===== config.mk =====
export PLATFORM = sky130hd
export DESIGN_NAME = DataAccessUnit_flat
export DESIGN_NICKNAME = d
export VERILOG_FILES = /design/src/rtl/Config.sv /design/src/rtl/Types.sv /design/src/rtl/DataMemoryBus.sv /design/src/rtl/DataAccessUnit.sv /design/src/flat_wrapper.sv
export SDC_FILE = /design/constraint.sdc
export NUM_CORES = 1
export LEC_CHECK = 0
export BUFFER_PORTS_ARGS = -buffer_cell sky130_fd_sc_hd__buf_2
export CORE_MARGIN = 1
export CORE_UTILIZATION = 36
export CTS_BUF_LIST = sky130_fd_sc_hd__clkbuf_4
export DETAILED_ROUTE_END_ITERATION = 8
export PLACE_DENSITY = 0.83
export REMOVE_ABC_BUFFERS = 1
export SYNTH_ARGS = -nofsm -noshare
export SYNTH_HDL_FRONTEND = slang
export SYNTH_SLANG_ARGS = --single-unit

===== constraint.sdc =====
create_clock -name i_clock -period 1.35 [get_ports i_clock]
set_input_delay 0.135 -clock i_clock [delete_from_list [all_inputs] [get_ports i_clock]]
set_output_delay 0.135 -clock i_clock [all_outputs]
set_load 0.05 [all_outputs]

===== src/rtl/Config.sv =====
package Config;

    // --------------------------------------------------
    // Core options
    // --------------------------------------------------

    // Enables the RVC expander in the fetch stage
    localparam logic RV_EXT_C = 1'b1;

    // --------------------------------------------------
    // Memory geometry
    // --------------------------------------------------

    localparam int ADDR_WIDTH = 32;       // Byte address width

    localparam int MEM_WORDS = 256;       // Unified memory depth in words

    // Word index taken from the address bits above the byte offset
    localparam int MEM_INDEX_WIDTH = $clog2(MEM_WORDS);

endpackage


===== src/rtl/Types.sv =====
package Types;

    import Config::*;

    // --------------------------------------------------
    // Addresses and words
    // --------------------------------------------------

    typedef logic [ADDR_WIDTH-1:0] InstAddr;  // Fetch byte address
    typedef logic [ADDR_WIDTH-1:0] DataAddr;  // Load/store byte address

    typedef logic [31:0] Inst;                // Full RV32 instruction
    typedef logic [31:0] Data;                // Data word
    typedef logic [3:0]  ByteEnable;          // One bit per byte lane

    // --------------------------------------------------
    // Fetched word seen two ways
    // --------------------------------------------------

    // Two 16-bit parcels, high parcel at pc offset 2
    typedef struct packed {
        logic [15:0] high;
        logic [15:0] low;
    } InstParcels;

    // Either one 32-bit instruction or two RVC parcels
    typedef union packed {
        Inst        inst;
        InstParcels parcels;
    } InstWord;

    // --------------------------------------------------
    // Access size of loads and stores
    // --------------------------------------------------

    typedef enum logic [1:0] {
        BYTE = 2'b00,
        HALF = 2'b01,
        WORD = 2'b10
    } MemSize;

endpackage


===== src/rtl/DataMemoryBus.sv =====
interface DataMemoryBus
    import Types::*;
();

    DataAddr   addr;    // Load/store address
    logic      rd;      // Load request
    logic      wr;      // Store request
    ByteEnable byteEn;  // Lanes written by a store
    Data       wrData;  // Store data, already in its lanes
    Data       rdData;  // Raw word at addr

    // Data access unit side
    modport master (
        output addr, rd, wr, byteEn, wrData,
        input  rdData);

    // Arbiter side
    modport slave (
        input  addr, rd, wr, byteEn, wrData,
        output rdData);

endinterface


===== src/rtl/DataAccessUnit.sv =====
module DataAccessUnit
    import Types::*;
(
    input  logic    i_clock,
    input  logic    i_rstN,

    DataMemoryBus.master dataBus,           // Data port towards the arbiter

    input  logic    i_memValid,             // MEM stage holds a valid op
    input  logic    i_memRdEnable,          // Load
    input  logic    i_memWrEnable,          // Store
    input  MemSize  i_memSize,
    input  logic    i_memUnsigned,          // Zero extend loads
    input  DataAddr i_memAddr,              // Naturally aligned address
    input  Data     i_memWrData,            // Store value, low aligned
    output Data     o_memRdData,            // Extended load result
    output logic    o_memRdValid);          // One cycle after the load

    Data shifted;                           // Loaded lanes moved to bit 0
    Data loadData;

    // --------------------------------------------------
    // Request side
    // --------------------------------------------------

    assign dataBus.addr = i_memAddr;
    assign dataBus.rd   = i_memValid & i_memRdEnable;
    assign dataBus.wr   = i_memValid & i_memWrEnable;

    // Byte enables from size and offset, data copied into every lane
    always_comb begin
        case (i_memSize)
            BYTE: begin
                dataBus.byteEn = 4'b0001 << i_memAddr[1:0];
                dataBus.wrData = {4{i_memWrData[7:0]}};
            end
            HALF: begin
                dataBus.byteEn = 4'b0011 << {i_memAddr[1], 1'b0};
                dataBus.wrData = {2{i_memWrData[15:0]}};
            end
            default: begin                  // WORD
                dataBus.byteEn = 4'b1111;
                dataBus.wrData = i_memWrData;
            end
        endcase
    end

    // --------------------------------------------------
    // Load alignment and extension
    // --------------------------------------------------

    assign shifted = dataBus.rdData >> {i_memAddr[1:0], 3'b000};

    always_comb begin
        case (i_memSize)
            BYTE:    loadData = {{24{~i_memUnsigned & shifted[7]}}, shifted[7:0]};
            HALF:    loadData = {{16{~i_memUnsigned & shifted[15]}}, shifted[15:0]};
            default: loadData = shifted;
        endcase
    end

    always_ff @(posedge i_clock) begin
        if (!i_rstN)
            o_memRdValid <= 1'b0;
        else
            o_memRdValid <= dataBus.rd;     // Single-cycle pulse per load
    end

    always_ff @(posedge i_clock) begin
        if (dataBus.rd)
            o_memRdData <= loadData;
    end

endmodule


===== src/flat_wrapper.sv =====
// flat-port wrapper written by rule: the top's interface ports become plain ports
module DataAccessUnit_flat import Types::*;
  (i_clock, i_rstN, i_memValid, i_memRdEnable, i_memWrEnable, i_memSize, i_memUnsigned, i_memAddr, i_memWrData, o_memRdData, o_memRdValid, dataBus_addr, dataBus_rd, dataBus_wr, dataBus_byteEn, dataBus_wrData, dataBus_rdData);
  DataMemoryBus dataBus_i ();
  input  logic i_clock;
  input  logic i_rstN;
  input  logic i_memValid;
  input  logic i_memRdEnable;
  input  logic i_memWrEnable;
  input  MemSize i_memSize;
  input  logic i_memUnsigned;
  input  DataAddr i_memAddr;
  input  Data i_memWrData;
  output Data o_memRdData;
  output logic o_memRdValid;
  output wire logic [$bits(dataBus_i.addr)-1:0] dataBus_addr;
  output wire logic [$bits(dataBus_i.rd)-1:0] dataBus_rd;
  output wire logic [$bits(dataBus_i.wr)-1:0] dataBus_wr;
  output wire logic [$bits(dataBus_i.byteEn)-1:0] dataBus_byteEn;
  output wire logic [$bits(dataBus_i.wrData)-1:0] dataBus_wrData;
  input wire logic [$bits(dataBus_i.rdData)-1:0] dataBus_rdData;
  assign dataBus_addr = dataBus_i.addr;
  assign dataBus_rd = dataBus_i.rd;
  assign dataBus_wr = dataBus_i.wr;
  assign dataBus_byteEn = dataBus_i.byteEn;
  assign dataBus_wrData = dataBus_i.wrData;
  assign dataBus_i.rdData = dataBus_rdData;
  DataAccessUnit u_core (.i_clock(i_clock), .i_rstN(i_rstN), .dataBus(dataBus_i), .i_memValid(i_memValid), .i_memRdEnable(i_memRdEnable), .i_memWrEnable(i_memWrEnable), .i_memSize(i_memSize), .i_memUnsigned(i_memUnsigned), .i_memAddr(i_memAddr), .i_memWrData(i_memWrData), .o_memRdData(o_memRdData), .o_memRdValid(o_memRdValid));
endmodule

# Word-level counts from Yosys, hierarchy flattened
# Index checks and enable logic that the tools add are counted.
dict set report word_totals {
  regBits 33
  out_inout_bits 103
  wordCells 15
}
dict set report op_classes {
  eq_ne 1
  shifts 3
  muxes 3
  bitwise_logic 5
  n_reduce_logical 1
}
# operator n
set op_table {}
lappend op_table {{32-bit case mux with 2 select lines} 2}
lappend op_table {{32-bit by 5-bit >> shifter with 32-bit output} 1}
lappend op_table {{4-bit case mux with 2 select lines} 1}
lappend op_table {{1-bit bitwise AND} 4}
lappend op_table {{1-bit by 2-bit left shift with 4-bit output, first input constant} 1}
lappend op_table {{2-bit by 2-bit left shift with 4-bit output, first input constant} 1}
lappend op_table {{2-bit by 1-bit == test with 1-bit output, second input constant} 1}
lappend op_table {{2-bit logical NOT} 1}
lappend op_table {{1-bit inverter} 1}

# Depth between registers and ports, before layout
dict set report logic_depth {
  word_depth 3
  depth_mapped 6
  depth_no_buf 3
}

# Least setup slack after synthesis
# OpenSTA, ideal clock, no wires.
dict set report synth_timing {
  kind {input port to output port}
  start {in i_memSize[0]}
  end {out dataBus_wrData[24]}
  arrival_time_ps 1753
  t_required_ps 1215
  slack_ps -538
  cell_stages 4
  path_cell_list {clkbuf_1 -> buf_2 -> mux2i_1 -> o21ai_0}
}
dict set report synth_between {
  elab_chain_cells 2
  elab_cells_between_ends 3
}
# item line_no
set synth_lines {}
lappend synth_lines {{start, declared} flat_wrapper.sv:10} ;# input MemSize i_memSize;
lappend synth_lines {{2-bit by 1-bit == test with 1-bit output or 2-bit logical NOT (tied branches)} DataAccessUnit.sv:32} ;# case (i_memSize)
lappend synth_lines {{32-bit case mux with 2 select lines *} DataAccessUnit.sv:32}
lappend synth_lines {{end, declared} flat_wrapper.sv:20} ;# output wire logic [$bits(dataBus_i.wrData)-1:0] dataBus_wrData;
# Mark *: on every way between the ends. The rest lies on a longest branch, timed or not.

# Worst setup path in the final report
dict set report layout_timing {
  start {in i_memSize[1]}
  end {out dataBus_wrData[21]}
}
# The elaborated chain is that of the path after synthesis.

==> run metrics <==
status=finished, final reports clean; Wirelength per Cell=16.4 µm; Synth Area in Compound Gates=13.1%; cells along the critical path=buf_2 > buf_6 > mux2_2 > buf_2; share of cells above drive strength 1=53.4%; Peak VDD IR=0.340 mV; WS Path Type=in2out; first-pass GRT wire length=11,300 µm; P_leak=0.00158 µW; Final ANT Viol Nets=0; Fillers=634; 1st-iter DRT viols=110; Hold Buf Count CTS=0; Nets=485; Synth Register Bits=33; Die X=85.5 µm; kind of end point of the critical path=primary output; port buffer count=146; Die Ht=85.5 µm; synth warn=0; Hold WS=28.2 ps; fraction of the mapped netlist area in adder cells=0%; HPWL Detailed=6140 µm; area of the multi-input gates=0.00112 mm²; Primary FF master, synth=edfxtp_1; fin util=48.6%; final WL=7590 µm; post-synth top area cell=edfxtp_1; Slew Viols, Final=0; mux cell area share after synthesis=14.2%; RSZ-0062 raised after global routing=false; final setup fails=0; num ports=207; Final period util=93.4%; root buffer cell=clkbuf_4; fmax=793 MHz; Max Cap Viol=0; largest net degree at the start of global routing=22; Total Routing Usage GR=20.1%; fin area=0.00328 mm²; worst-margin pin slew=645 ps; Syn Area/Cell=9.55 µm²; register area=981 µm²; Clock transition at path regs=100 ps; GRT overflow=0; post-synthesis xor/xnor area fraction=0%; post-placement cell count=454; Top Family by Delay on Critical Path=buffers and inverters; drc violations=0; clk sinks=33; CP dominant cell by count=buf_2; CTS tree=yes; Unique masters post-synth=34; Inserted Diodes=0; post-synth top area share=38.2%; CTS max path bufs=2; CTS Buf Count=5; initial antenna violation count=0; Area Growth Syn to Fin=30.7%; Arrival @ worst endpoint=1130 ps; vias in the first global route=2,244; slowest CP cell=mux2_2; Core Area=0.00676 mm²; vias per std cell=5.14; post-synthesis sequential area ratio=39.0%; FFs w/ async S/R, synth=0%; Mapped Cells=263; Buf/Inv on CP=3; routed via count=2,374; main area contributors after synthesis=edfxtp_1 38%, buf_4 12%, mux2_2 7.6%; H-tree depth=2; Cell Rows=30; Pwr Density=959 mW/mm²; Hold Path Class=in2reg; Layout Cells excl Fill=462; Critical Path Max Stage Delay=350 ps; endpoints failing hold=0; Die ar.=0.00732 mm²; most numerous cell in the Yosys netlist=nand2_1; Mapped Area=0.00251 mm²; largest family of logic cells by synthesized area=simple AND/OR/NAND/NOR gates; Post-synth EDFFs=32; simple logic cell fraction of the synthesized area=17.1%; CP Launch Type=input port; Initial Utilization=37.2%; Pre-antenna DRT Iters=4; final RePlAce weighted congestion=0.830; Synth top cells by count=48 x nand2_1, 40 x buf_4, 32 x edfxtp_1, 17 x a21oi_1, 17 x mux2_2; CP Max Fanout=21; WP data required=1220 ps; area of placed instances=0.00322 mm²; Worst slew margin=56.8%; Post-Route Setup TNS=0 ps; Tmin final=1260 ps
-- through the flow --
stage	power, µW	setup WS (ps)
2_1_floorplan	2070	-314
3_3_place_gp	2570	-72.9
3_5_place_dp	2600	-127
4_1_cts	3160	24.4
5_1_grt	3270	48.1
6_report	3150	88.5
-- power breakdown --
group	total [µW]	leakage [µW]	switching, µW	internal [µW]
combinational	1340	0.00125	924	412
clock	574	0.0000361	331	243
sequential	1240	0.000295	19.2	1220
-- per-layer routing --
metal	track usage (%)	wire length (µm)	vias to the layer above
li1	-	-	1125
met5	5.59	0	-
met3	8.95	895	6
met4	4.09	54	0
met1	24.2	3080	1066
met2	32.7	3560	177
-- flip-flops by register name (all words and copies together), names as in the netlist --
signal	cells
u_core.o_memRdData	32
u_core.o_memRdValid	1
-- worst paths after layout --
kind	end	cells past startpoint	start	slack (ps)
worst max-delay path	dataBus_wrData[21]	4	i_memSize[1]	90
worst min-delay path	u_core.o_memRdValid$_SDFF_PN0_	2	i_memRdEnable	30
-- what timing repair did --
action	4_1_cts	5_1_grt
resized for setup	0	4
endpoints found under the hold margin	0	0
buffers inserted	0	0
endpoints found under the setup margin	0	6
-- cells in the final DEF (no fill, tap or decap), drive strengths merged, types with 2 or more instances in the layout --
| cell type | Yosys | routed |
|---|---|---|
| a21o | 2 | 2 |
| buf | 54 | 170 |
| clkbuf | 5 | 7 |
| nand2 | 48 | 48 |
| nor3b | 2 | 2 |
| nand3 | 16 | 16 |
| a32oi | 2 | 2 |
| nor2b | 11 | 11 |
| o21bai | 2 | 2 |
| a2bb2oi | 6 | 6 |
| a21oi | 17 | 17 |
| edfxtp | 32 | 32 |
| o21ai | 8 | 8 |
| or2 | 2 | 2 |
| a211oi | 7 | 7 |
| inv | 2 | 2 |
| mux2 | 18 | 18 |
| nor2 | 6 | 6 |
| mux2i | 15 | 15 |
| and2 | 2 | 2 |
-- layout make-up --
class | count | area share, %
timing repair buffer | 170 | 31.0
inverter | 2 | 0.229
multi-input combinational | 169 | 34.1
sequential | 33 | 29.9
clock inverter | 1 | 0.152
tap | 80 | 3.05
clock buffer | 7 | 1.60
-- logic make-up after synthesis --
family | Yosys count
muxes | 33
and+or+nand+nor | 91
buffers and inverters | 61
DFF | 33
AOI/OAI and AO/OA | 45
Power figures use the tool's default switching activity.
