File: config.mk
export PLATFORM = sky130hd
export DESIGN_NAME = StageIF_flat
export DESIGN_NICKNAME = d
export VERILOG_FILES = /design/src/rtl/Config.sv /design/src/rtl/Types.sv /design/src/rtl/InstMemoryBus.sv /design/src/rtl/InstExpander.sv /design/src/rtl/StageIF.sv /design/src/flat_wrapper.sv
export SDC_FILE = /design/constraint.sdc
export NUM_CORES = 1
export LEC_CHECK = 0
export BUFFER_PORTS_ARGS = -buffer_cell sky130_fd_sc_hd__buf_2
export CAP_MARGIN = 20
export CORE_UTILIZATION = 34
export DETAILED_ROUTE_END_ITERATION = 7
export GPL_TIMING_DRIVEN = 0
export SKIP_CTS_REPAIR_TIMING = 1
export SYNTH_ARGS = -nofsm -noshare
export SYNTH_HDL_FRONTEND = slang
export SYNTH_SLANG_ARGS = --single-unit
File: constraint.sdc
create_clock -name i_clock -period 2.83 [get_ports i_clock]
set_clock_uncertainty 0.05 [all_clocks]
set_input_delay 0.4245 -clock i_clock [delete_from_list [all_inputs] [get_ports i_clock]]
set_output_delay 0.4245 -clock i_clock [all_outputs]
set_load 0.02 [all_outputs]
File: src/rtl/Config.sv
package Config;

    // --------------------------------------------------
    // Core options
    // --------------------------------------------------

    // Enables the RVC expander in the fetch stage
    localparam logic RV_EXT_C = 1'b1;

    // --------------------------------------------------
    // Memory geometry
    // --------------------------------------------------

    localparam int ADDR_WIDTH = 32;       // Byte address width

    localparam int MEM_WORDS = 256;       // Unified memory depth in words

    // Word index taken from the address bits above the byte offset
    localparam int MEM_INDEX_WIDTH = $clog2(MEM_WORDS);

endpackage

File: src/rtl/Types.sv
package Types;

    import Config::*;

    // --------------------------------------------------
    // Addresses and words
    // --------------------------------------------------

    typedef logic [ADDR_WIDTH-1:0] InstAddr;  // Fetch byte address
    typedef logic [ADDR_WIDTH-1:0] DataAddr;  // Load/store byte address

    typedef logic [31:0] Inst;                // Full RV32 instruction
    typedef logic [31:0] Data;                // Data word
    typedef logic [3:0]  ByteEnable;          // One bit per byte lane

    // --------------------------------------------------
    // Fetched word seen two ways
    // --------------------------------------------------

    // Two 16-bit parcels, high parcel at pc offset 2
    typedef struct packed {
        logic [15:0] high;
        logic [15:0] low;
    } InstParcels;

    // Either one 32-bit instruction or two RVC parcels
    typedef union packed {
        Inst        inst;
        InstParcels parcels;
    } InstWord;

    // --------------------------------------------------
    // Access size of loads and stores
    // --------------------------------------------------

    typedef enum logic [1:0] {
        BYTE = 2'b00,
        HALF = 2'b01,
        WORD = 2'b10
    } MemSize;

endpackage

File: src/rtl/InstMemoryBus.sv
interface InstMemoryBus
    import Types::*;
();

    InstAddr addr;  // Fetch address
    logic    rd;    // Fetch request
    Inst     inst;  // Word read at addr
    logic    busy;  // Port taken, inst not valid this cycle

    // Fetch stage side
    modport master (
        output addr, rd,
        input  inst, busy);

    // Arbiter side
    modport slave (
        input  addr, rd,
        output inst, busy);

endinterface

File: src/rtl/InstExpander.sv
module InstExpander
    import Types::*;
(
    input  InstWord i_inst,          // Word read from memory
    input  logic    i_upperHalf,     // Parcel at pc offset 2
    output Inst     o_inst,          // RV32I instruction
    output logic    o_isCompressed); // Parcel was an RVC form

    logic [15:0] c;       // Selected parcel
    logic [4:0]  rd;      // Full register fields
    logic [4:0]  rs2;
    logic [4:0]  rdP;     // Compressed register fields, x8..x15
    logic [4:0]  rs1P;
    logic [6:0]  lwImm;   // C.LW/C.SW word offset
    logic [20:0] jOff;    // C.J offset, sign extended
    logic [12:0] bOff;    // C.BEQZ offset, sign extended
    logic [11:0] ciImm;   // C.ADDI/C.LI immediate

    assign c = i_upperHalf ? i_inst.parcels.high : i_inst.parcels.low;

    // Low two bits 11 mark a 32-bit instruction
    assign o_isCompressed = (c[1:0] != 2'b11);

    // --------------------------------------------------
    // Fields and immediates
    // --------------------------------------------------

    assign rd   = c[11:7];
    assign rs2  = c[6:2];
    assign rdP  = {2'b01, c[4:2]};
    assign rs1P = {2'b01, c[9:7]};

    assign lwImm = {c[5], c[12:10], c[6], 2'b00};        // uimm[6:2]
    assign ciImm = {{6{c[12]}}, c[12], c[6:2]};          // imm[5:0]

    // offset[11|4|9:8|10|6|7|3:1|5]
    assign jOff = {{10{c[12]}}, c[8], c[10:9], c[6], c[7], c[2], c[11], c[5:3], 1'b0};

    // offset[8|4:3] and offset[7:6|2:1|5]
    assign bOff = {{5{c[12]}}, c[6:5], c[2], c[11:10], c[4:3], 1'b0};

    // --------------------------------------------------
    // Mapping by quadrant and funct3
    // --------------------------------------------------

    always_comb begin
        o_inst = '0;                                     // Illegal unless matched
        if (!o_isCompressed)
            o_inst = i_inst.inst;
        else begin
            case ({c[15:13], c[1:0]})
                5'b010_00:                               // C.LW -> lw
                    o_inst = {5'b0, lwImm, rs1P, 3'b010, rdP, 7'b0000011};
                5'b110_00:                               // C.SW -> sw
                    o_inst = {5'b0, lwImm[6:5], rdP, rs1P, 3'b010,
                              lwImm[4:0], 7'b0100011};
                5'b000_01:                               // C.ADDI and C.NOP
                    o_inst = {ciImm, rd, 3'b000, rd, 7'b0010011};
                5'b010_01:                               // C.LI -> addi rd, x0
                    o_inst = {ciImm, 5'd0, 3'b000, rd, 7'b0010011};
                5'b101_01:                               // C.J -> jal x0
                    o_inst = {jOff[20], jOff[10:1], jOff[11], jOff[19:12],
                              5'd0, 7'b1101111};
                5'b110_01:                               // C.BEQZ -> beq rs1', x0
                    o_inst = {bOff[12], bOff[10:5], 5'd0, rs1P, 3'b000,
                              bOff[4:1], bOff[11], 7'b1100011};
                5'b100_10: begin
                    // rs2 of zero is C.JR/C.JALR/C.EBREAK, left illegal here
                    if (rs2 != 5'd0) begin
                        if (!c[12])                      // C.MV -> add rd, x0, rs2
                            o_inst = {7'b0, rs2, 5'd0, 3'b000, rd, 7'b0110011};
                        else                             // C.ADD -> add rd, rd, rs2
                            o_inst = {7'b0, rs2, rd, 3'b000, rd, 7'b0110011};
                    end
                end
                default:
                    o_inst = '0;                         // Unsupported RVC form
            endcase
        end
    end

endmodule

File: src/rtl/StageIF.sv
module StageIF
    import Config::*, Types::*;
(
    input  logic    i_clock,
    input  logic    i_rstN,

    InstMemoryBus.master instBus,           // Fetch port towards the arbiter

    input  InstAddr i_pcNext,               // PC to fetch this cycle
    output logic    o_hazard,               // Fetch lost the port
    output Inst     o_inst,                 // IF/ID instruction
    output logic    o_instCompressed,       // IF/ID came from an RVC parcel
    output logic    o_instValid,            // IF/ID holds a real fetch
    output InstAddr o_pc);                  // IF/ID PC

    InstWord fetchWord;                     // Memory word, parcels or full
    Inst     expInst;
    logic    expCompressed;

    // --------------------------------------------------
    // Fetch request
    // --------------------------------------------------

    assign instBus.addr   = i_pcNext;
    assign instBus.rd     = 1'b1;           // Always fetching
    assign fetchWord.inst = instBus.inst;
    assign o_hazard       = instBus.busy;   // Data access holds the port

    generate
    if (RV_EXT_C) begin : genExpander
        InstExpander expander (
            .i_inst         (fetchWord),
            .i_upperHalf    (i_pcNext[1]),
            .o_inst         (expInst),
            .o_isCompressed (expCompressed));
    end
    else begin : genBypass
        assign expInst       = fetchWord.inst;
        assign expCompressed = 1'b0;
    end
    endgenerate

    // --------------------------------------------------
    // IF/ID register
    // --------------------------------------------------

    always_ff @(posedge i_clock) begin
        if (!i_rstN)
            o_instValid <= 1'b0;
        else
            o_instValid <= !o_hazard;       // Bubble on hazard
    end

    // Payload holds its last value across a bubble
    always_ff @(posedge i_clock) begin
        if (!o_hazard) begin
            o_inst           <= expInst;
            o_instCompressed <= expCompressed;
            o_pc             <= i_pcNext;
        end
    end

endmodule

File: src/flat_wrapper.sv
// flat-port wrapper written by rule: the top's interface ports become plain ports
module StageIF_flat import Config::*, Types::*;
  (i_clock, i_rstN, i_pcNext, o_hazard, o_inst, o_instCompressed, o_instValid, o_pc, instBus_addr, instBus_rd, instBus_inst, instBus_busy);
  InstMemoryBus instBus_i ();
  input  logic i_clock;
  input  logic i_rstN;
  input  InstAddr i_pcNext;
  output logic o_hazard;
  output Inst o_inst;
  output logic o_instCompressed;
  output logic o_instValid;
  output InstAddr o_pc;
  output wire logic [$bits(instBus_i.addr)-1:0] instBus_addr;
  output wire logic [$bits(instBus_i.rd)-1:0] instBus_rd;
  input wire logic [$bits(instBus_i.inst)-1:0] instBus_inst;
  input wire logic [$bits(instBus_i.busy)-1:0] instBus_busy;
  assign instBus_addr = instBus_i.addr;
  assign instBus_rd = instBus_i.rd;
  assign instBus_i.inst = instBus_inst;
  assign instBus_i.busy = instBus_busy;
  StageIF u_core (.i_clock(i_clock), .i_rstN(i_rstN), .instBus(instBus_i), .i_pcNext(i_pcNext), .o_hazard(o_hazard), .o_inst(o_inst), .o_instCompressed(o_instCompressed), .o_instValid(o_instValid), .o_pc(o_pc));
endmodule
# Yosys cells after proc, flatten, opt, wreduce, memory -nomap -nowiden
# Cells that the tools add are included.
# word_totals
word_cells,19
output_inout_bits,100
register_bits,66
input_bits,67
# op_classes
n_eq_ne,8
reduce_logical,2
n_mux,5
# op_table
operator,n
$pmux 32 s7,1
$mux 32,1
$mux 25,1
$eq 5x5->1 const B,4
$mux 20,1
$mux 16,1
$eq 5x4->1 const B,2
$eq 5x1->1 const B,1
$reduce_bool 5->1,1
$ne 2x2->1 const B,1
$logic_not 1->1,1

# Depth between registers and ports, before layout
# logic_depth
ltp_word,5
mapped_depth,8
ltp_nobuf,4

# Hierarchy
# From an unflattened synthesis, not the netlist that was laid out.
# unflattened
cells_unflattened,246
hier_area_um2,3294.4
# modules_own_cells
mod,area_per_inst_um2,n_inst,seq_area_each_um2,cells_each
StageIF,2240.9,1,1971.9,103
InstExpander,1053.5,1,0.0,143

# Worst setup path after synthesis
# Ideal clock, no wire load.
# synth_path
path_kind,input -> register
from,in instBus_busy
to,"reg u_core.o_instCompressed, enable pin"
n_path_buf,0
arrival_time_ns,1.686
t_required_ns,2.361
path_slack_ns,0.675
setup_time_ns,0.419
path_stages,1
cell_sequence,inv_1
# synth_rtl
element,line,text
start: declaration,flat_wrapper.sv:16,input wire logic [$bits(instBus_i.busy)-1:0] instBus_busy;
end signal: assignment,StageIF.sv:58,o_instCompressed <= expCompressed;
end: declaration,StageIF.sv:12,"output logic o_instCompressed,"
# No word-level cell between the ends.

# Final worst setup path
# layout_path
from,in i_pcNext[1]
to,reg u_core.o_inst[10] (data pin)
# layout_between
elab_chain_len,5
elab_cells_between_ends,14
cone_classes,eq/ne (8); mux (5); reduce/logical (1)
# layout_lines
element,line,text
start: declaration,flat_wrapper.sv:7,input InstAddr i_pcNext;
$mux 16 (*),InstExpander.sv:19,assign c = i_upperHalf ? i_inst.parcels.high : i_inst.parcels.low;
$reduce_bool 5->1 or $mux 20 (tied branches),"InstExpander.sv:69, InstExpander.sv:70",
$mux 25,InstExpander.sv:69,if (rs2 != 5'd0) begin
$pmux 32 s7,InstExpander.sv:51,"case ({c[15:13], c[1:0]})"
$mux 32 (*),InstExpander.sv:48,if (!o_isCompressed)
via u_core.expInst[10],StageIF.sv:17,Inst expInst;
end signal: assignment,StageIF.sv:57,o_inst <= expInst;
end: declaration,StageIF.sv:11,"output Inst o_inst,"
# Mark *: on every way through the listed nets, which the timed path passes. The rest lies on a longest branch.
# A chain may end at the register's enable or synchronous reset.

==> results.md <==
| Parameter | Value | Unit |
| --- | --- | --- |
| Net Count, Synth | 347 | - |
| Share of synthesized area occupied by flip-flops and latches | 54.80 | % |
| Clock period minus worst slack | 2065 | ps |
| Number of design-rule violations left by the first detailed-router iteration | 144 | - |
| Highest-count cells in the layout ignoring fill and taps | buf_2 (165), edfxtp_1 (65), buf_4 (34), nand2_1 (23), mux2i_1 (14) | - |
| Most used flip-flop cell after synthesis | edfxtp_1 | - |
| Grt total ovfl | 0 | - |
| Total Routing Usage GR | 19.63 | % |
| Post-DRT Antenna Nets | 0 | - |
| IR Drop Worst-Case VDD | 203.1 | µV |
| Fraction of synthesized cell area taken by the top area cell type | 54.24 | % |
| Critical path depth | 8 | - |
| Measured slew at the worst slew-check pin | 769.9 | ps |
| Largest driver fanout on the critical path | 10 | - |
| Placeable core region | 10,280 | µm² |
| Status | complete, no violations | - |
| Global placer's final weighted congestion | 0.9485 | - |
| Per-instance average area after synthesis | 12.85 | µm² |
| Number of library cell types mapped by synthesis | 63 | - |
| CP delay by family, top | buffers and inverters | - |
| Type of the tightest min-delay check | in -> reg | - |
| Max-cap violation count | 0 | - |
| Initial DRT Pass Iterations | 4 | - |
| Leakage power figure | 2.097 | nW |
| Final-report setup violation count | 0 | - |
| Classification of the worst setup path | in -> reg | - |
| Final core utilization | 46.82 | % |
| Synthesized netlist cell count | 280 | - |
| Number of antenna violations at the first check in global routing | 0 | - |
| Buffer cell driving the clock tree root | clkbuf_8 | - |
| H-tree levels | 3 | - |
| Fin. max-slew vios | 0 | - |
| Die Outline Area | 11,000 | µm² |
| Final count of hold timing violations | 0 | - |
| Critical Path Max Stage Delay | 460 | ps |
| Number of core rows | 37 | - |
| Buf+Inv Stages, Crit Path | 4 | - |
| Maximum clock frequency | 484.2 | MHz |
| Effective utilization at floorplan | 35.01 | % |
| Power density over cell area | 545.8 | nW/µm² |
| Slowest-stage cell, CP | mux2i_1 | - |
| Vias per std cell | 5.012 | - |
| Cell repeated most along the worst path | buf_6 | - |
| Setup repair after global routing missed its margin | false | - |
| Data arrival at the endpoint of the critical path | 2080 | ps |
| Share of final-layout standard cells stronger than drive strength 1 | 54.59 | % |
| Worst hold path stage count | 1 | - |
| Die boundary height | 104.9 | µm |
| Horiz. Die Dim | 104.9 | µm |
| Sink count of the clock tree | 66 | - |
| Yosys synthesis warning count | 0 | - |
| Count of filler cells inserted in the layout | 991 | - |
| Critical Path Start Type | primary input | - |
| Required time of the critical path | 2840 | ps |
| Clock slew seen by the registers of the worst setup and hold paths | 70 | ps |
| Remaining routing DRC violations | 0 | - |
| Largest net degree at the start of global routing | 37 | - |
| Area contributors post-synth | edfxtp_1 (54%), buf_4 (7.1%), mux2i_1 (3.9%) | - |
| Final Routed Wirelength | 10,910 | µm |
| Post-synth EDFFs | 65 | - |
| Vias in the first global route | 2,916 | - |
| Post-synthesis instance area | 3598 | µm² |
| Overall power consumption | 2.627 | mW |
| Number of vias after detailed routing | 2,977 | - |
| Critical Path End Type | flip-flop | - |
| Synthesis-to-layout area growth | 33.73 | % |
| Final HPWL DP | 8519 | µm |
| Flip-flop and latch count after synthesis | 66 | - |
| Area leader, netlist | edfxtp_1 | - |
| Headroom to the max-slew limit | 48.60 | % |
| First-pass GRT wire length | 16,330 | µm |
| Fraction of registers with async set/reset | 0 | % |
| Clock tree buffer depth | 2 | - |
| Most frequent standard cell in the layout excluding fill and tap cells | buf_2 | - |
| Clock tree from TritonCTS | yes | - |
| TritonCTS Buffers | 9 | - |
| Post-detailed-route wirelength per cell | 18.37 | µm |
| Worst path cell trace | buf_2, buf_6, buf_6, buf_6, mux2i_1, a21oi_1, o221ai_1, o211ai_1 | - |
| Post-route setup TNS | 0 | ps |
| Number of buffer cells added on primary ports | 161 | - |
| Final cycle utilization of the critical path | 72.98 | % |
| Antenna diodes | 0 | - |
| Ports placed on the boundary | 167 | - |
| Net count of the finished layout | 520 | - |
-- synthesized netlist by cell type, types with 3 or more instances --
cell / instances
a22oi_1: 3
nand4_1: 3
edfxtp_1: 65
clkbuf_1: 3
buf_6: 5
inv_1: 3
buf_2: 4
o21ai_0: 7
a32oi_1: 4
mux2i_1: 14
o21ai_1: 7
o211ai_1: 6
nand2_2: 3
mux2_2: 7
o221ai_1: 4
buf_4: 34
a21oi_1: 8
a2bb2oi_1: 4
nand2b_1: 4
nand3_1: 3
nor2_1: 6
a221o_1: 3
nor3_1: 3
a22oi_4: 3
nand3b_1: 3
nand2_1: 23
-- cell families after synthesis --
family,count (synthesis),synth area share [%]
xor+xnor,2,0.4869
buf+inv,50,9.979
mux,22,6.502
compound gates,68,15.89
flops,66,54.80
other cells,1,0.1042
simple gates,71,12.24
-- worst paths after layout --
kind / start / end / slack, ps
setup / recovery: i_pcNext[1] / u_core.o_inst[10]$_DFFE_PN_ / 760
hold / removal: i_pcNext[8] / u_core.o_pc[8]$_DFFE_PN_ / 240
-- final cells by class --
| cell class | count | area [µm²] | area share (%) |
|---|---|---|---|
| inverter | 3 | 11.26 | 0.2340 |
| tap | 136 | 170.2 | 3.536 |
| clock inverter | 7 | 93.84 | 1.950 |
| clock buffer | 9 | 123.9 | 2.574 |
| timing repair buffer | 162 | 825.8 | 17.16 |
| sequential | 66 | 1972 | 40.98 |
| buffer | 47 | 347.8 | 7.228 |
| multi-input combinational | 164 | 1267 | 26.34 |
-- stage by stage --
stage          setup WS [ps]  hold WS (ps)  cells  cell area, µm²
3_5_place_dp           453.1         570.0    578            4594
4_1_cts                798.7         213.3    594            4812
3_3_place_gp           69.60         566.1    577            4574
2_1_floorplan          675.0         446.1    280            3598
6_report               764.8         235.4    594            4812
5_1_grt                642.4         207.4    594            4812
-- per-layer routing --
layer | part of all wire, % | GRT usage [%] | vias up
met4 | 0.85 | 5.231 | 0
li1 | - | - | 1407
met2 | 51 | 34.25 | 142
met5 | 0 | 0 | -
met1 | 42 | 23.82 | 1422
met3 | 6.7 | 5.303 | 6
-- state kept, by name (all words and copies together), names as in the netlist --
name / count
u_core.o_instValid: 1
u_core.o_pc: 32
u_core.o_instCompressed: 1
u_core.o_inst: 32
-- power by group --
group          internal (mW)  switching (mW)  leakage (nW)  total [mW]
Combinational          0.219           0.374          1.35       0.592
Clock                  0.494           0.349         0.107       0.843
Sequential              1.17          0.0191         0.639        1.19
Total                   1.88           0.742          2.10        2.63
Note: power is estimated with default switching activity, not from simulation.
