File: src/rtl/Config.sv
package Config;

    // --------------------------------------------------
    // Core options
    // --------------------------------------------------

    // Enables the RVC expander in the fetch stage
    localparam logic RV_EXT_C = 1'b1;

    // --------------------------------------------------
    // Memory geometry
    // --------------------------------------------------

    localparam int ADDR_WIDTH = 32;       // Byte address width

    localparam int MEM_WORDS = 256;       // Unified memory depth in words

    // Word index taken from the address bits above the byte offset
    localparam int MEM_INDEX_WIDTH = $clog2(MEM_WORDS);

endpackage

File: src/rtl/Types.sv
package Types;

    import Config::*;

    // --------------------------------------------------
    // Addresses and words
    // --------------------------------------------------

    typedef logic [ADDR_WIDTH-1:0] InstAddr;  // Fetch byte address
    typedef logic [ADDR_WIDTH-1:0] DataAddr;  // Load/store byte address

    typedef logic [31:0] Inst;                // Full RV32 instruction
    typedef logic [31:0] Data;                // Data word
    typedef logic [3:0]  ByteEnable;          // One bit per byte lane

    // --------------------------------------------------
    // Fetched word seen two ways
    // --------------------------------------------------

    // Two 16-bit parcels, high parcel at pc offset 2
    typedef struct packed {
        logic [15:0] high;
        logic [15:0] low;
    } InstParcels;

    // Either one 32-bit instruction or two RVC parcels
    typedef union packed {
        Inst        inst;
        InstParcels parcels;
    } InstWord;

    // --------------------------------------------------
    // Access size of loads and stores
    // --------------------------------------------------

    typedef enum logic [1:0] {
        BYTE = 2'b00,
        HALF = 2'b01,
        WORD = 2'b10
    } MemSize;

endpackage

File: src/rtl/DataMemoryBus.sv
interface DataMemoryBus
    import Types::*;
();

    DataAddr   addr;    // Load/store address
    logic      rd;      // Load request
    logic      wr;      // Store request
    ByteEnable byteEn;  // Lanes written by a store
    Data       wrData;  // Store data, already in its lanes
    Data       rdData;  // Raw word at addr

    // Data access unit side
    modport master (
        output addr, rd, wr, byteEn, wrData,
        input  rdData);

    // Arbiter side
    modport slave (
        input  addr, rd, wr, byteEn, wrData,
        output rdData);

endinterface

File: src/rtl/InstMemoryBus.sv
interface InstMemoryBus
    import Types::*;
();

    InstAddr addr;  // Fetch address
    logic    rd;    // Fetch request
    Inst     inst;  // Word read at addr
    logic    busy;  // Port taken, inst not valid this cycle

    // Fetch stage side
    modport master (
        output addr, rd,
        input  inst, busy);

    // Arbiter side
    modport slave (
        input  addr, rd,
        output inst, busy);

endinterface

File: src/rtl/MemPortBus.sv
interface MemPortBus
    import Types::*;
();

    DataAddr   addr;    // Byte address, word index taken inside
    logic      we;      // Write at next rising edge
    ByteEnable byteEn;  // Lanes to write
    Data       wrData;
    Data       rdData;  // Combinational read

    modport master (
        output addr, we, byteEn, wrData,
        input  rdData);

    modport slave (
        input  addr, we, byteEn, wrData,
        output rdData);

endinterface

File: src/rtl/MemArbiter.sv
module MemArbiter (
    InstMemoryBus.slave  instBus,           // Fetch stage
    DataMemoryBus.slave  dataBus,           // Data access unit
    MemPortBus.master    memPort);          // Unified memory

    logic dataGrant;                        // Data owns the port this cycle

    // --------------------------------------------------
    // Fixed priority, data over fetch
    // --------------------------------------------------

    assign dataGrant = dataBus.rd | dataBus.wr;

    assign memPort.addr = dataGrant ? dataBus.addr : instBus.addr;

    // Only data ever writes
    assign memPort.we     = dataBus.wr;
    assign memPort.byteEn = dataBus.wr ? dataBus.byteEn : 4'b0000;
    assign memPort.wrData = dataBus.wrData;

    // --------------------------------------------------
    // Read data and status
    // --------------------------------------------------

    // Same word fans out, the busy flag tells fetch whose it is
    assign dataBus.rdData = memPort.rdData;
    assign instBus.inst   = memPort.rdData;

    // No valid word without a fetch request
    assign instBus.busy = dataGrant | ~instBus.rd;

endmodule

File: src/flat_wrapper.sv
// flat-port wrapper written by rule: the top's interface ports become plain ports
module MemArbiter_flat 
  (instBus_addr, instBus_rd, instBus_inst, instBus_busy, dataBus_addr, dataBus_rd, dataBus_wr, dataBus_byteEn, dataBus_wrData, dataBus_rdData, memPort_addr, memPort_we, memPort_byteEn, memPort_wrData, memPort_rdData);
  InstMemoryBus instBus_i ();
  DataMemoryBus dataBus_i ();
  MemPortBus memPort_i ();
  input wire logic [$bits(instBus_i.addr)-1:0] instBus_addr;
  input wire logic [$bits(instBus_i.rd)-1:0] instBus_rd;
  output wire logic [$bits(instBus_i.inst)-1:0] instBus_inst;
  output wire logic [$bits(instBus_i.busy)-1:0] instBus_busy;
  input wire logic [$bits(dataBus_i.addr)-1:0] dataBus_addr;
  input wire logic [$bits(dataBus_i.rd)-1:0] dataBus_rd;
  input wire logic [$bits(dataBus_i.wr)-1:0] dataBus_wr;
  input wire logic [$bits(dataBus_i.byteEn)-1:0] dataBus_byteEn;
  input wire logic [$bits(dataBus_i.wrData)-1:0] dataBus_wrData;
  output wire logic [$bits(dataBus_i.rdData)-1:0] dataBus_rdData;
  output wire logic [$bits(memPort_i.addr)-1:0] memPort_addr;
  output wire logic [$bits(memPort_i.we)-1:0] memPort_we;
  output wire logic [$bits(memPort_i.byteEn)-1:0] memPort_byteEn;
  output wire logic [$bits(memPort_i.wrData)-1:0] memPort_wrData;
  input wire logic [$bits(memPort_i.rdData)-1:0] memPort_rdData;
  assign instBus_i.addr = instBus_addr;
  assign instBus_i.rd = instBus_rd;
  assign instBus_inst = instBus_i.inst;
  assign instBus_busy = instBus_i.busy;
  assign dataBus_i.addr = dataBus_addr;
  assign dataBus_i.rd = dataBus_rd;
  assign dataBus_i.wr = dataBus_wr;
  assign dataBus_i.byteEn = dataBus_byteEn;
  assign dataBus_i.wrData = dataBus_wrData;
  assign dataBus_rdData = dataBus_i.rdData;
  assign memPort_addr = memPort_i.addr;
  assign memPort_we = memPort_i.we;
  assign memPort_byteEn = memPort_i.byteEn;
  assign memPort_wrData = memPort_i.wrData;
  assign memPort_i.rdData = memPort_rdData;
  MemArbiter u_core (.instBus(instBus_i), .dataBus(dataBus_i), .memPort(memPort_i));
endmodule
File: config.mk
export PLATFORM = sky130hd
export DESIGN_NAME = MemArbiter_flat
export DESIGN_NICKNAME = d
export VERILOG_FILES = /design/src/rtl/Config.sv /design/src/rtl/Types.sv /design/src/rtl/DataMemoryBus.sv /design/src/rtl/InstMemoryBus.sv /design/src/rtl/MemPortBus.sv /design/src/rtl/MemArbiter.sv /design/src/flat_wrapper.sv
export SDC_FILE = /design/constraint.sdc
export NUM_CORES = 1
export LEC_CHECK = 0
export BUFFER_PORTS_ARGS = -buffer_cell sky130_fd_sc_hd__buf_2
export CORE_AREA = 2 2 105 107
export DETAILED_ROUTE_END_ITERATION = 8
export DIE_AREA = 0 0 107 109
export PLACE_DENSITY = 0.48
export REMOVE_ABC_BUFFERS = 1
export SYNTH_ARGS = -nofsm -noshare
export SYNTH_HDL_FRONTEND = slang
export SYNTH_SLANG_ARGS = --single-unit
File: constraint.sdc
create_clock -name vclk -period 1.2
set_input_delay 0.06 -clock vclk [all_inputs]
set_output_delay 0.06 -clock vclk [all_outputs]
set_load 0.05 [all_outputs]
**Yosys cells after proc, flatten, opt, wreduce, memory -nomap -nowiden**

Cells that the tools add are included.

- Bitwise operators: 3
- Muxes and demuxes: 2

Operators with widths:

| cell | number |
|---|---|
| two-way mux 32 bit | 1 |
| two-way mux 4 bit | 1 |
| OR 1 bit | 2 |
| NOT 1 bit | 1 |

- Output and inout bits: 134
- Input port bits: 135
- Bits in registers: 0

**Longest topological paths before layout**

Gate-level depths: netlist of the first run.

- Word-level depth: 2
- Gate-level depth with buffers: 3
- Gate-level depth less buffers: 2

**Worst setup path after synthesis of the first run**

Ideal clock, no wire load.

- Kind: input-to-output
- Start: input port dataBus_wr
- End: output port memPort_addr[10]
- Path buffers: 1
- Data required time: 1.140 ns
- Stages on the path: 3
- Arrival: 0.854 ns
- Path slack: 0.286 ns
- Cells stage by stage: nor2_4 > buf_6 > mux2_2

- Longest elaborated chain between the ends: 2

RTL lines:

| element | RTL line | RTL |
|---|---|---|
| start, declared | flat_wrapper.sv:13 | `input wire logic [$bits(dataBus_i.wr)-1:0] dataBus_wr;` |
| OR 1 bit | MemArbiter.sv:12 | `assign dataGrant = dataBus.rd \| dataBus.wr;` |
| two-way mux 32 bit | MemArbiter.sv:14 | `assign memPort.addr = dataGrant ? dataBus.addr : instBus.addr;` |
| end, declared | flat_wrapper.sv:17 | `output wire logic [$bits(memPort_i.addr)-1:0] memPort_addr;` |

Every way passes these cells.

**Worst setup path after layout of the first run**

- Start: input port dataBus_wr
- End: output port memPort_addr[3]

The elaborated chain is that of the path after synthesis.

==> summary.md, run 1 <==
| Metric | Value |
|---|---|
| Slew headroom | `0.795` |
| DR iter-0 viols | `between 50 and 60` |
| Mean Syn Cell Area | `approximately 8.5 um^2` |
| Placed insts | `290` |
| Number of vias per cell | `roughly 3.4` |
| Setup WS pre-CTS | `0.0293 ns` |
| Hold depth | `0` |
| Hold Crit Endpoint | `instBus_inst[8]` |
| Synthesis-to-finish area growth | `0.535%` |
| Crit share post-route | `0.972` |
| Residual DRC | `0` |
| Psw | `477 uW` |
| Synthesized area | `about 1200 um^2` |
| Seq pwr share | `0` |
| DR pass1 iterations | `4` |
| RSZ-0062 raised after global routing | `true` |
| LEAKAGE | `a little under 0.0006 uW` |
| Clock share of power | `0` |
| Core footprint | `10600 um^2` |
| # IOs | `about 270` |
| Clock buf count | `0` |
| Yosys cell types | `7` |
| Switching Share | `0.664` |
| Crit path capture type | `output port` |
| Wire length per cell | `41.6 um` |
| Routed WL | `12100 um` |
| HP Start | `memPort_rdData[8]` |
| Die area | `11700 um^2` |
| Grt ovf | `0` |
| Non-filler instance count after layout | `290` |
| Cts hold-fix bufs | `0` |
| Die Height | `about 110 um` |
| Period minus WS final | `~1.2 ns` |
| Crit start category | `input pin` |
| First-pass GRT wire length | `13300 um` |
| Total Power | `718 uW` |
| Outcome | `finished clean` |
| Final antenna diode count | `0` |
| Post-route ant nets | `0` |
| Antenna violations before repair | `0` |
| Largest net degree at the start of global routing | `20` |
| Final Setup Violations | `0` |
| Vias in the first global route | `~910` |
| F_max | `~860 MHz` |
| Final Wtd Congestion | `~0.92` |
| Worst-margin pin slew | `0.310 ns` |
| Number of port buffers | `around 110` |
| Layout cell share with drive strength beyond 1 | `0.967` |
| Dpl hpwl | `11600 um` |
| Final WS setup | `0.0337 ns` |
| Final hold violations | `0` |
| Worst path arrival time | `around 1.1 ns` |
| Max Cap Viol | `0` |
| PwrDens | `approximately 600 nW/um^2` |
| Yosys warns | `0` |
| Total track usage | `0.191` |
| # fillers | `~1200` |
| Reg area | `0 um^2` |
| Worst IR drop on VDD | `0.117 mV` |
| Post_cts resized | `0` |
| Cell row count | `38` |
| Combinational share of power | `1.000` |
| FF+latch count | `0` |
| Post-CTS Setup Repair Bufs | `0` |
| Sequential element share of the synthesized area | `0` |
| Hold WC Path Type | `input pin to output port` |
| Overall die width | `between 100 and 150 um` |
| Max-slew violation count | `0` |
| Vias | `997` |
| Data required, critical path | `about 1.1 ns` |
| Critical path type | `input pin to output port` |
| Synth Instances | `138` |
| Initial core utilization | `0.110` |
| Cell Int Power | `between 200 and 250 uW` |
| CP max FO | `19` |
| # nets final | `287` |
-- stage by stage --
| stage | util | setup TNS, ns | instance area, um^2 | hold slack [ns] |
|---|---|---|---|---|
| after floorplan | - | 0 | 408 | 0.120 |
| after global placement | 0.111 | 0 | 1180 | 0.121 |
| after detailed placement | 0.111 | 0 | 1180 | 0.121 |
| after CTS | 0.111 | 0 | 1180 | 0.121 |
| after global routing | 0.111 | -0.00483 | 1180 | 0.120 |
| final | 0.111 | 0 | 1180 | 0.120 |
-- logic make-up (layout without fill, tap and decap cells) --
logic type	count (synthesis)	count (layout)	share of synthesized area
buf+inv	100	112	0.651
simple gates	6	6	0.0342
mux	32	32	0.314
-- metal layers --
metal | global-route usage | wire, um | vias up
li1 | - | - | 373
met1 | 0.0771 | 1750 | 393
met2 | 0.353 | 6170 | 212
met3 | 0.265 | 3520 | 19
met4 | 0.0807 | 616 | 0
met5 | 0.0134 | 0 | -
-- worst max-delay path, stage by stage --
cell and delay, ns:
buf_2 0.12, nor2_4 0.17, buf_12 0.18, mux2_2 0.35, buf_2 0.21
-- power groups by stage --
stage          registers [uW]  logic (uW)  clock network, uW
2_1_floorplan               0         465                  0
3_3_place_gp                0         713                  0
3_5_place_dp                0         718                  0
4_1_cts                     0         721                  0
5_1_grt                     0         749                  0
6_report                    0         718                  0
-- worst max path at each step --
stage               startpoint               to  slack (ns)
floorplan           dataBus_wr  memPort_addr[0]        0.01
global placement    dataBus_wr  memPort_addr[3]        0.04
detailed placement  dataBus_wr  memPort_addr[1]        0.03
CTS                 dataBus_wr  memPort_addr[3]        0.02
global route        dataBus_wr  memPort_addr[3]      -0.005
finish              dataBus_wr  memPort_addr[3]        0.03
-- layout make-up --
type / instances / area [um^2] / share of cell area
multi-input combinational: 38 / 408 / 0.347
tap: 140 / 175 / 0.149
timing repair buffer: 112 / 593 / 0.504
-- cells in the mapped netlist --
library cell	instances	share of area
nor2_4	1	0.0096
and2_1	4	0.021
nand2_1	1	0.0032
buf_6	3	0.029
buf_4	97	0.62
mux2_2	30	0.29
mux2_4	2	0.026
-- cells in the final DEF (no fill, tap or decap) --
| cell | Yosys | routed |
|---|---|---|
| and2_1 | 4 | 4 |
| buf_12 | 0 | 2 |
| buf_2 | 0 | 109 |
| buf_4 | 97 | 1 |
| mux2_2 | 30 | 30 |
| mux2_4 | 2 | 2 |
| nand2_1 | 1 | 1 |
| nor2_4 | 1 | 1 |
(Power assumes the default switching activity.)
==> run 2, diff against run 1 <==
==> constraint.sdc (replaced) <==
create_clock -name vclk -period 1.2
set_input_delay 0.24 -clock vclk [all_inputs]
set_output_delay 0.24 -clock vclk [all_outputs]
set_load 0.05 [all_outputs]
==> run 2 against run 1 <==
  * The run now ends with setup timing left
  * Combinational power is 37% higher
  * Global-route usage is 1.0 points higher
  * Worst hold slack better by 0.36 ns
  * Flip-flop and latch count unchanged
  * Total power rose by 37%
  * Highest routed layer unchanged
  * Largest power group unchanged
  * Wire length increased by 4.8%
  * Non-clock buffer count up 4
==> summary.md, run 2 (synthesis results as in run 1) <==
| Metric | Value |
|---|---|
| Most common cell after layout, fill and taps aside | `buf_2` |
| Period minus WS final | `1.49 ns (+0.320 ns)` |
| Reg area | `0 um^2 (unchanged)` |
| Switching Share | `0.537 (-0.127)` |
| Synthesis-to-finish area growth | `41.0%` |
| Max Cap Viol | `0 (unchanged)` |
| Die Height | `109 um (unchanged)` |
| Combinational share of power | `1.000 (about the same)` |
| Slew headroom | `0.827 (+0.0325)` |
| Residual DRC | `0 (unchanged)` |
| CP delay by family, top | `buffers and inverters` |
| Hold WC Path Type | `input pin to output port` |
| Max-slew violation count | `0 (unchanged)` |
| CP max FO | `9 (-10)` |
| Die area | `11700 um^2 (unchanged)` |
| Crit path capture type | `output port` |
| Overall die width | `107 um (unchanged)` |
| Number of vias per cell | `3.52 (+2.3%)` |
| Post-route ant nets | `0 (unchanged)` |
| Clock share of power | `0 (unchanged)` |
| Dpl hpwl | `11600 um (about the same)` |
| Number of port buffers | `109 (unchanged)` |
| Cell row count | `38 (unchanged)` |
| Worst IR drop on VDD | `0.137 mV (+17%)` |
| Critical Path, Cell by Cell | `buf_6 > nor2_4 > buf_12 > buf_16 > mux2_2 > buf_6` |
| HP Start | `memPort_rdData[8]` |
| Initial core utilization | `0.110 (unchanged)` |
| Final Wtd Congestion | `0.920 (unchanged)` |
| Worst path arrival time | `1.25 ns (+0.14 ns)` |
| Final WS setup | `-0.286 ns (-0.320 ns)` |
| Slowest-stage cell, CP | `mux2_2` |
| Worst-margin pin slew | `0.261 ns (-0.0492 ns)` |
| Most frequent cells in the layout | `buf_2, mux2_4, buf_8` |
| First-pass GRT wire length | `14200 um (+6.5%)` |
| LEAKAGE | `0.000818 uW (+38%)` |
| Cts hold-fix bufs | `0 (unchanged)` |
| RSZ-0062 raised after global routing | `true` |
| Dpl cell area | `1180 um^2 (unchanged)` |
| Psw | `530 uW (+11%)` |
| Total track usage | `0.201 (+0.0100)` |
| Final antenna diode count | `0 (unchanged)` |
| Wire length per cell | `43.0 um (+3.4%)` |
| Grt ovf | `0 (unchanged)` |
| Placed insts | `290 (unchanged)` |
| Layout cell share with drive strength beyond 1 | `0.968 (about the same)` |
| Crit share post-route | `1.24 (+0.267)` |
| Clock buf count | `0 (unchanged)` |
| Final Setup Violations | `33 (+33)` |
| Antenna violations before repair | `0 (unchanged)` |
| Critical Path Most Common Cell | `buf_6` |
| F_max | `673 MHz (-22%)` |
| Outcome | `finished with violations` |
| DR pass1 iterations | `4 (unchanged)` |
| Failing checks | `setup timing` |
| Data required, critical path | `0.96 ns (-0.18 ns)` |
| Largest net degree at the start of global routing | `15 (-25%)` |
| Design area | `1650 um^2 (+40%)` |
| Core footprint | `10600 um^2 (unchanged)` |
| Multi-input gate area | `483 um^2 (+18%)` |
| # nets final | `291 (+1.4%)` |
| Hold Crit Endpoint | `instBus_inst[8]` |
| Hold depth | `0 (unchanged)` |
| Buffers & Inverters on Critical Path | `4 (+1)` |
| Critical path type | `input pin to output port` |
| Vias | `1034 (+3.7%)` |
| Vias in the first global route | `1057 (+17%)` |
| Non-filler instance count after layout | `294 (+1.4%)` |
| Cell Int Power | `457 uW (+89%)` |
| FF+latch count | `0 (unchanged)` |
| Crit start category | `input pin` |
| DR iter-0 viols | `55 (unchanged)` |
| Final hold violations | `0 (unchanged)` |
| # IOs | `269 (unchanged)` |
| Routed WL | `12600 um (+4.8%)` |
| Worst path max stage delay | `0.35 ns (about the same)` |
| Seq pwr share | `0 (unchanged)` |
| PwrDens | `599 nW/um^2 (-1.9%)` |
| # fillers | `1200 (-2.8%)` |
[run 2: layout make-up]
cell class	count	area share
repair buffers	116	0.601
well taps	140	0.106
multi-input cells	38	0.293
[run 2: timing repair]
item / 4_1_cts / 5_1_grt
gates resized for setup: 83 / 29
buffers inserted: 1 / 0
pin swaps: 1 / 0
cloned: 2 / 1
endpoints found under the setup margin: 33 / 33
[run 2: worst max-delay path by stage]
stage	startpoint	to	slack [ns]	depth (start not counted)
CTS	dataBus_rd	memPort_addr[23]	-0.31	6
global route	dataBus_rd	memPort_addr[26]	-0.31	6
finish	dataBus_rd	memPort_addr[16]	-0.29	6
global placement	dataBus_wr	memPort_addr[3]	-0.32	5
floorplan	dataBus_wr	memPort_addr[0]	-0.35	2
detailed placement	dataBus_wr	memPort_addr[1]	-0.33	5
[run 2: metal layers]
layer	vias to the layer above	global-route usage	share of wire
met5	-	0.0134	0
met4	0	0.0816	0.049
met3	23	0.264	0.27
met2	193	0.376	0.52
met1	438	0.0879	0.16
li1	380	-	-
[run 2: power groups by stage]
stage	sequential, uW	combinational, uW	clock, uW
floorplan	0	465	0
global placement	0	713	0
detailed placement	0	719	0
CTS	0	914	0
global route	0	1030	0
finish	0	987	0
[run 2: per-stage QoR]
| stage | hold slack, ns | TNS, ns | setup slack, ns | total power, uW | util |
|---|---|---|---|---|---|
| after detailed placement | 0.481 | -10.14 | -0.334 | 719 | 0.111 |
| after floorplan | 0.480 | -11.18 | -0.346 | 465 | - |
| after global placement | 0.481 | -9.95 | -0.323 | 713 | 0.111 |
| final | 0.480 | -8.11 | -0.286 | 987 | 0.156 |
| after global routing | 0.480 | -9.07 | -0.311 | 1030 | 0.156 |
| after CTS | 0.481 | -8.69 | -0.306 | 914 | 0.143 |
==> run 3, diff against run 2 <==
- GPL_TIMING_DRIVEN: default -> 0
- SETUP_SLACK_MARGIN: default -> 0.15
==> run 3 against run 2 <==
  * The run still ends with setup timing left
  * Critical path depth did not move
  * Core utilization rose by 1.3 points
  * Setup slack improved by 0.036 ns
  * First-iteration DRC count rose by 20%
  * Worst hold slack barely moved
  * Wire length rose by 2.3%
  * Sequential share of layout area did not move
  * Clock-buffer cell count did not move
  * Cell area rose by 8.6%
  * Combinational power rose by 8%
  * Cell count rose by 1.4%
  * Critical path type unchanged
==> summary.md, run 3 (synthesis results as in run 1) <==
| Metric | Value |
|---|---|
| # nets final | `295 (+1.4%)` |
| Slew headroom | `0.832 (+0.00485)` |
| Final WS setup | `-0.251 ns (+0.0356 ns)` |
| Psw | `553 uW (+4.4%)` |
| Worst-margin pin slew | `0.253 ns (-0.00732 ns)` |
| Post-route setup TNS | `-6.59 ns (+1.52 ns)` |
| Core footprint | `10600 um^2 (unchanged)` |
| Routed met2 length | `6610 um (+1.1%)` |
| Switching Share | `0.519 (-0.0178)` |
| Crit path capture type | `output port` |
| Post-route ant nets | `0 (unchanged)` |
| Period minus WS final | `1.45 ns (-0.0356 ns)` |
| Max-slew violation count | `0 (unchanged)` |
| Cell row count | `38 (unchanged)` |
| Top Layer Used | `met4` |
| Data required, critical path | `0.96 ns (about the same)` |
| Slowest-stage cell, CP | `mux2_4` |
| Met3 WL | `3340 um (-2.6%)` |
| Dpl hpwl | `11600 um (-0.67%)` |
| Critical path type | `input pin to output port` |
| Grt ovf | `0 (unchanged)` |
| Total Power | `1070 uW (+8.0%)` |
| Overall die width | `107 um (unchanged)` |
| DR iter-0 viols | `66 (+20%)` |
| Residual DRC | `0 (unchanged)` |
| Critical Path, Cell by Cell | `buf_12 > nor2_4 > buf_6 > buf_16 > mux2_4 > buf_12` |
| Critical Path Sink | `memPort_addr[8]` |
| F_max | `689 MHz (+2.5%)` |
| Most common cell after layout, fill and taps aside | `buf_2` |
| Buffers & Inverters on Critical Path | `4 (unchanged)` |
| Number of port buffers | `109 (unchanged)` |
| Crit. path cell count | `6 (unchanged)` |
| Failing checks | `setup timing` |
| Layout cell share with drive strength beyond 1 | `1.00 (+0.0325)` |
| Crit start category | `input pin` |
| CP delay by family, top | `buffers and inverters` |
| Synthesis-to-finish area growth | `53.0%` |
| Combinational share of power | `1.000 (about the same)` |
| Antenna violations before repair | `0 (unchanged)` |
| DR pass1 iterations | `4 (unchanged)` |
| Worst path max stage delay | `0.32 ns (-0.03 ns)` |
| Clock buf count | `0 (unchanged)` |
| First-pass GRT wire length | `14900 um (+4.6%)` |
| Total track usage | `0.209 (+0.00727)` |
| Worst path arrival time | `1.21 ns (-0.04 ns)` |
| Final hold violations | `0 (unchanged)` |
| LEAKAGE | `0.000904 uW (+10%)` |
| Final Setup Violations | `33 (unchanged)` |
| Routed WL | `12900 um (+2.3%)` |
| Die Height | `109 um (unchanged)` |
| Vias | `1098 (+6.2%)` |
| Wire length per cell | `43.4 um (+0.93%)` |
| Max Cap Viol | `0 (unchanged)` |
| Seq pwr share | `0 (unchanged)` |
| Crit share post-route | `1.21 (-0.0297)` |
| Cell Int Power | `513 uW (+12%)` |
| Critical Path Most Common Cell | `buf_12` |
| # IOs | `269 (unchanged)` |
| Vias in the first global route | `1189 (+12%)` |
| PwrDens | `595 nW/um^2 (-0.56%)` |
| Die area | `11700 um^2 (unchanged)` |
| M1 WL | `2190 um (+6.7%)` |
| Outcome | `finished with violations` |
| Worst IR drop on VDD | `0.120 mV (-12%)` |
| Largest net degree at the start of global routing | `9 (-6)` |
| RSZ-0062 raised after global routing | `true` |
| Hold WC Path Type | `input pin to output port` |
| Final Wtd Congestion | `0.916 (-0.34%)` |
| Initial core utilization | `0.110 (unchanged)` |
| FF+latch count | `0 (unchanged)` |
| Most frequent cells in the layout | `buf_2, mux2_4, buf_8` |
| Final antenna diode count | `0 (unchanged)` |
| CP max FO | `8 (-1)` |
| Util after Layout | `0.169 (+0.0133)` |
| Number of vias per cell | `3.68 (+4.8%)` |
| Cts hold-fix bufs | `0 (unchanged)` |
| Crit path launch | `dataBus_rd` |
| Clock share of power | `0 (unchanged)` |
| Reg area | `0 um^2 (unchanged)` |
[run 3: cell count changes in the layout (fill, tap and decap cells not counted)]
cell       change
buf_16         -1
and2_4         +4
buf_8         +10
mux2_2        -10
nor2_4         +1
buf_12         +1
nand2_1        -1
buf_6          -2
nand2_4        +1
and2_1         -4
buf_2          -4
clkbuf_16      -1
mux2_4        +10
[run 3: stage by stage]
step / hold WS, ns / cells / worst slack (ns) / cell area [um^2]
finish: 0.480 / 298 / -0.251 / 1790
global route: 0.480 / 298 / -0.275 / 1790
CTS: 0.481 / 297 / -0.247 / 1770
global placement: 0.481 / 287 / -0.891 / 1130
floorplan: 0.480 / 38 / -0.346 / 408
detailed placement: 0.481 / 287 / -0.937 / 1130
[run 3: routing by layer]
layer  vias up  track usage
li1        387            -
met1       472        0.104
met2       218        0.381
met3        21        0.251
met4         0        0.105
met5         -       0.0134
[run 3: repair_timing]
action	CTS	global route
resized for setup	156	4
buffers inserted	8	1
pin swaps	2	0
gates cloned	2	0
setup endpoints to repair	36	34
[run 3: how the worst min path moves through the flow]
stage	start	to	slack, ns	cells after the start
2_1_floorplan	memPort_rdData[0]	dataBus_rdData[0]	0.48	0
3_3_place_gp	memPort_rdData[8]	instBus_inst[8]	0.48	0
3_5_place_dp	memPort_rdData[8]	instBus_inst[8]	0.48	0
4_1_cts	memPort_rdData[8]	instBus_inst[8]	0.48	0
5_1_grt	memPort_rdData[8]	instBus_inst[8]	0.48	0
6_report	memPort_rdData[8]	instBus_inst[8]	0.48	0
[run 3: area by class of cell]
class	count	area, um^2
Timing Repair Buffer	119	1070
Tap cell	140	175
Multi-Input combinational cell	39	549
Fill cell	1170	8810
[run 3: power by group through the flow]
stage | logic, uW | clock network (uW) | registers (uW)
floorplan | 465 | 0 | 0
global placement | 696 | 0 | 0
detailed placement | 704 | 0 | 0
CTS | 1060 | 0 | 0
global route | 1100 | 0 | 0
finish | 1070 | 0 | 0
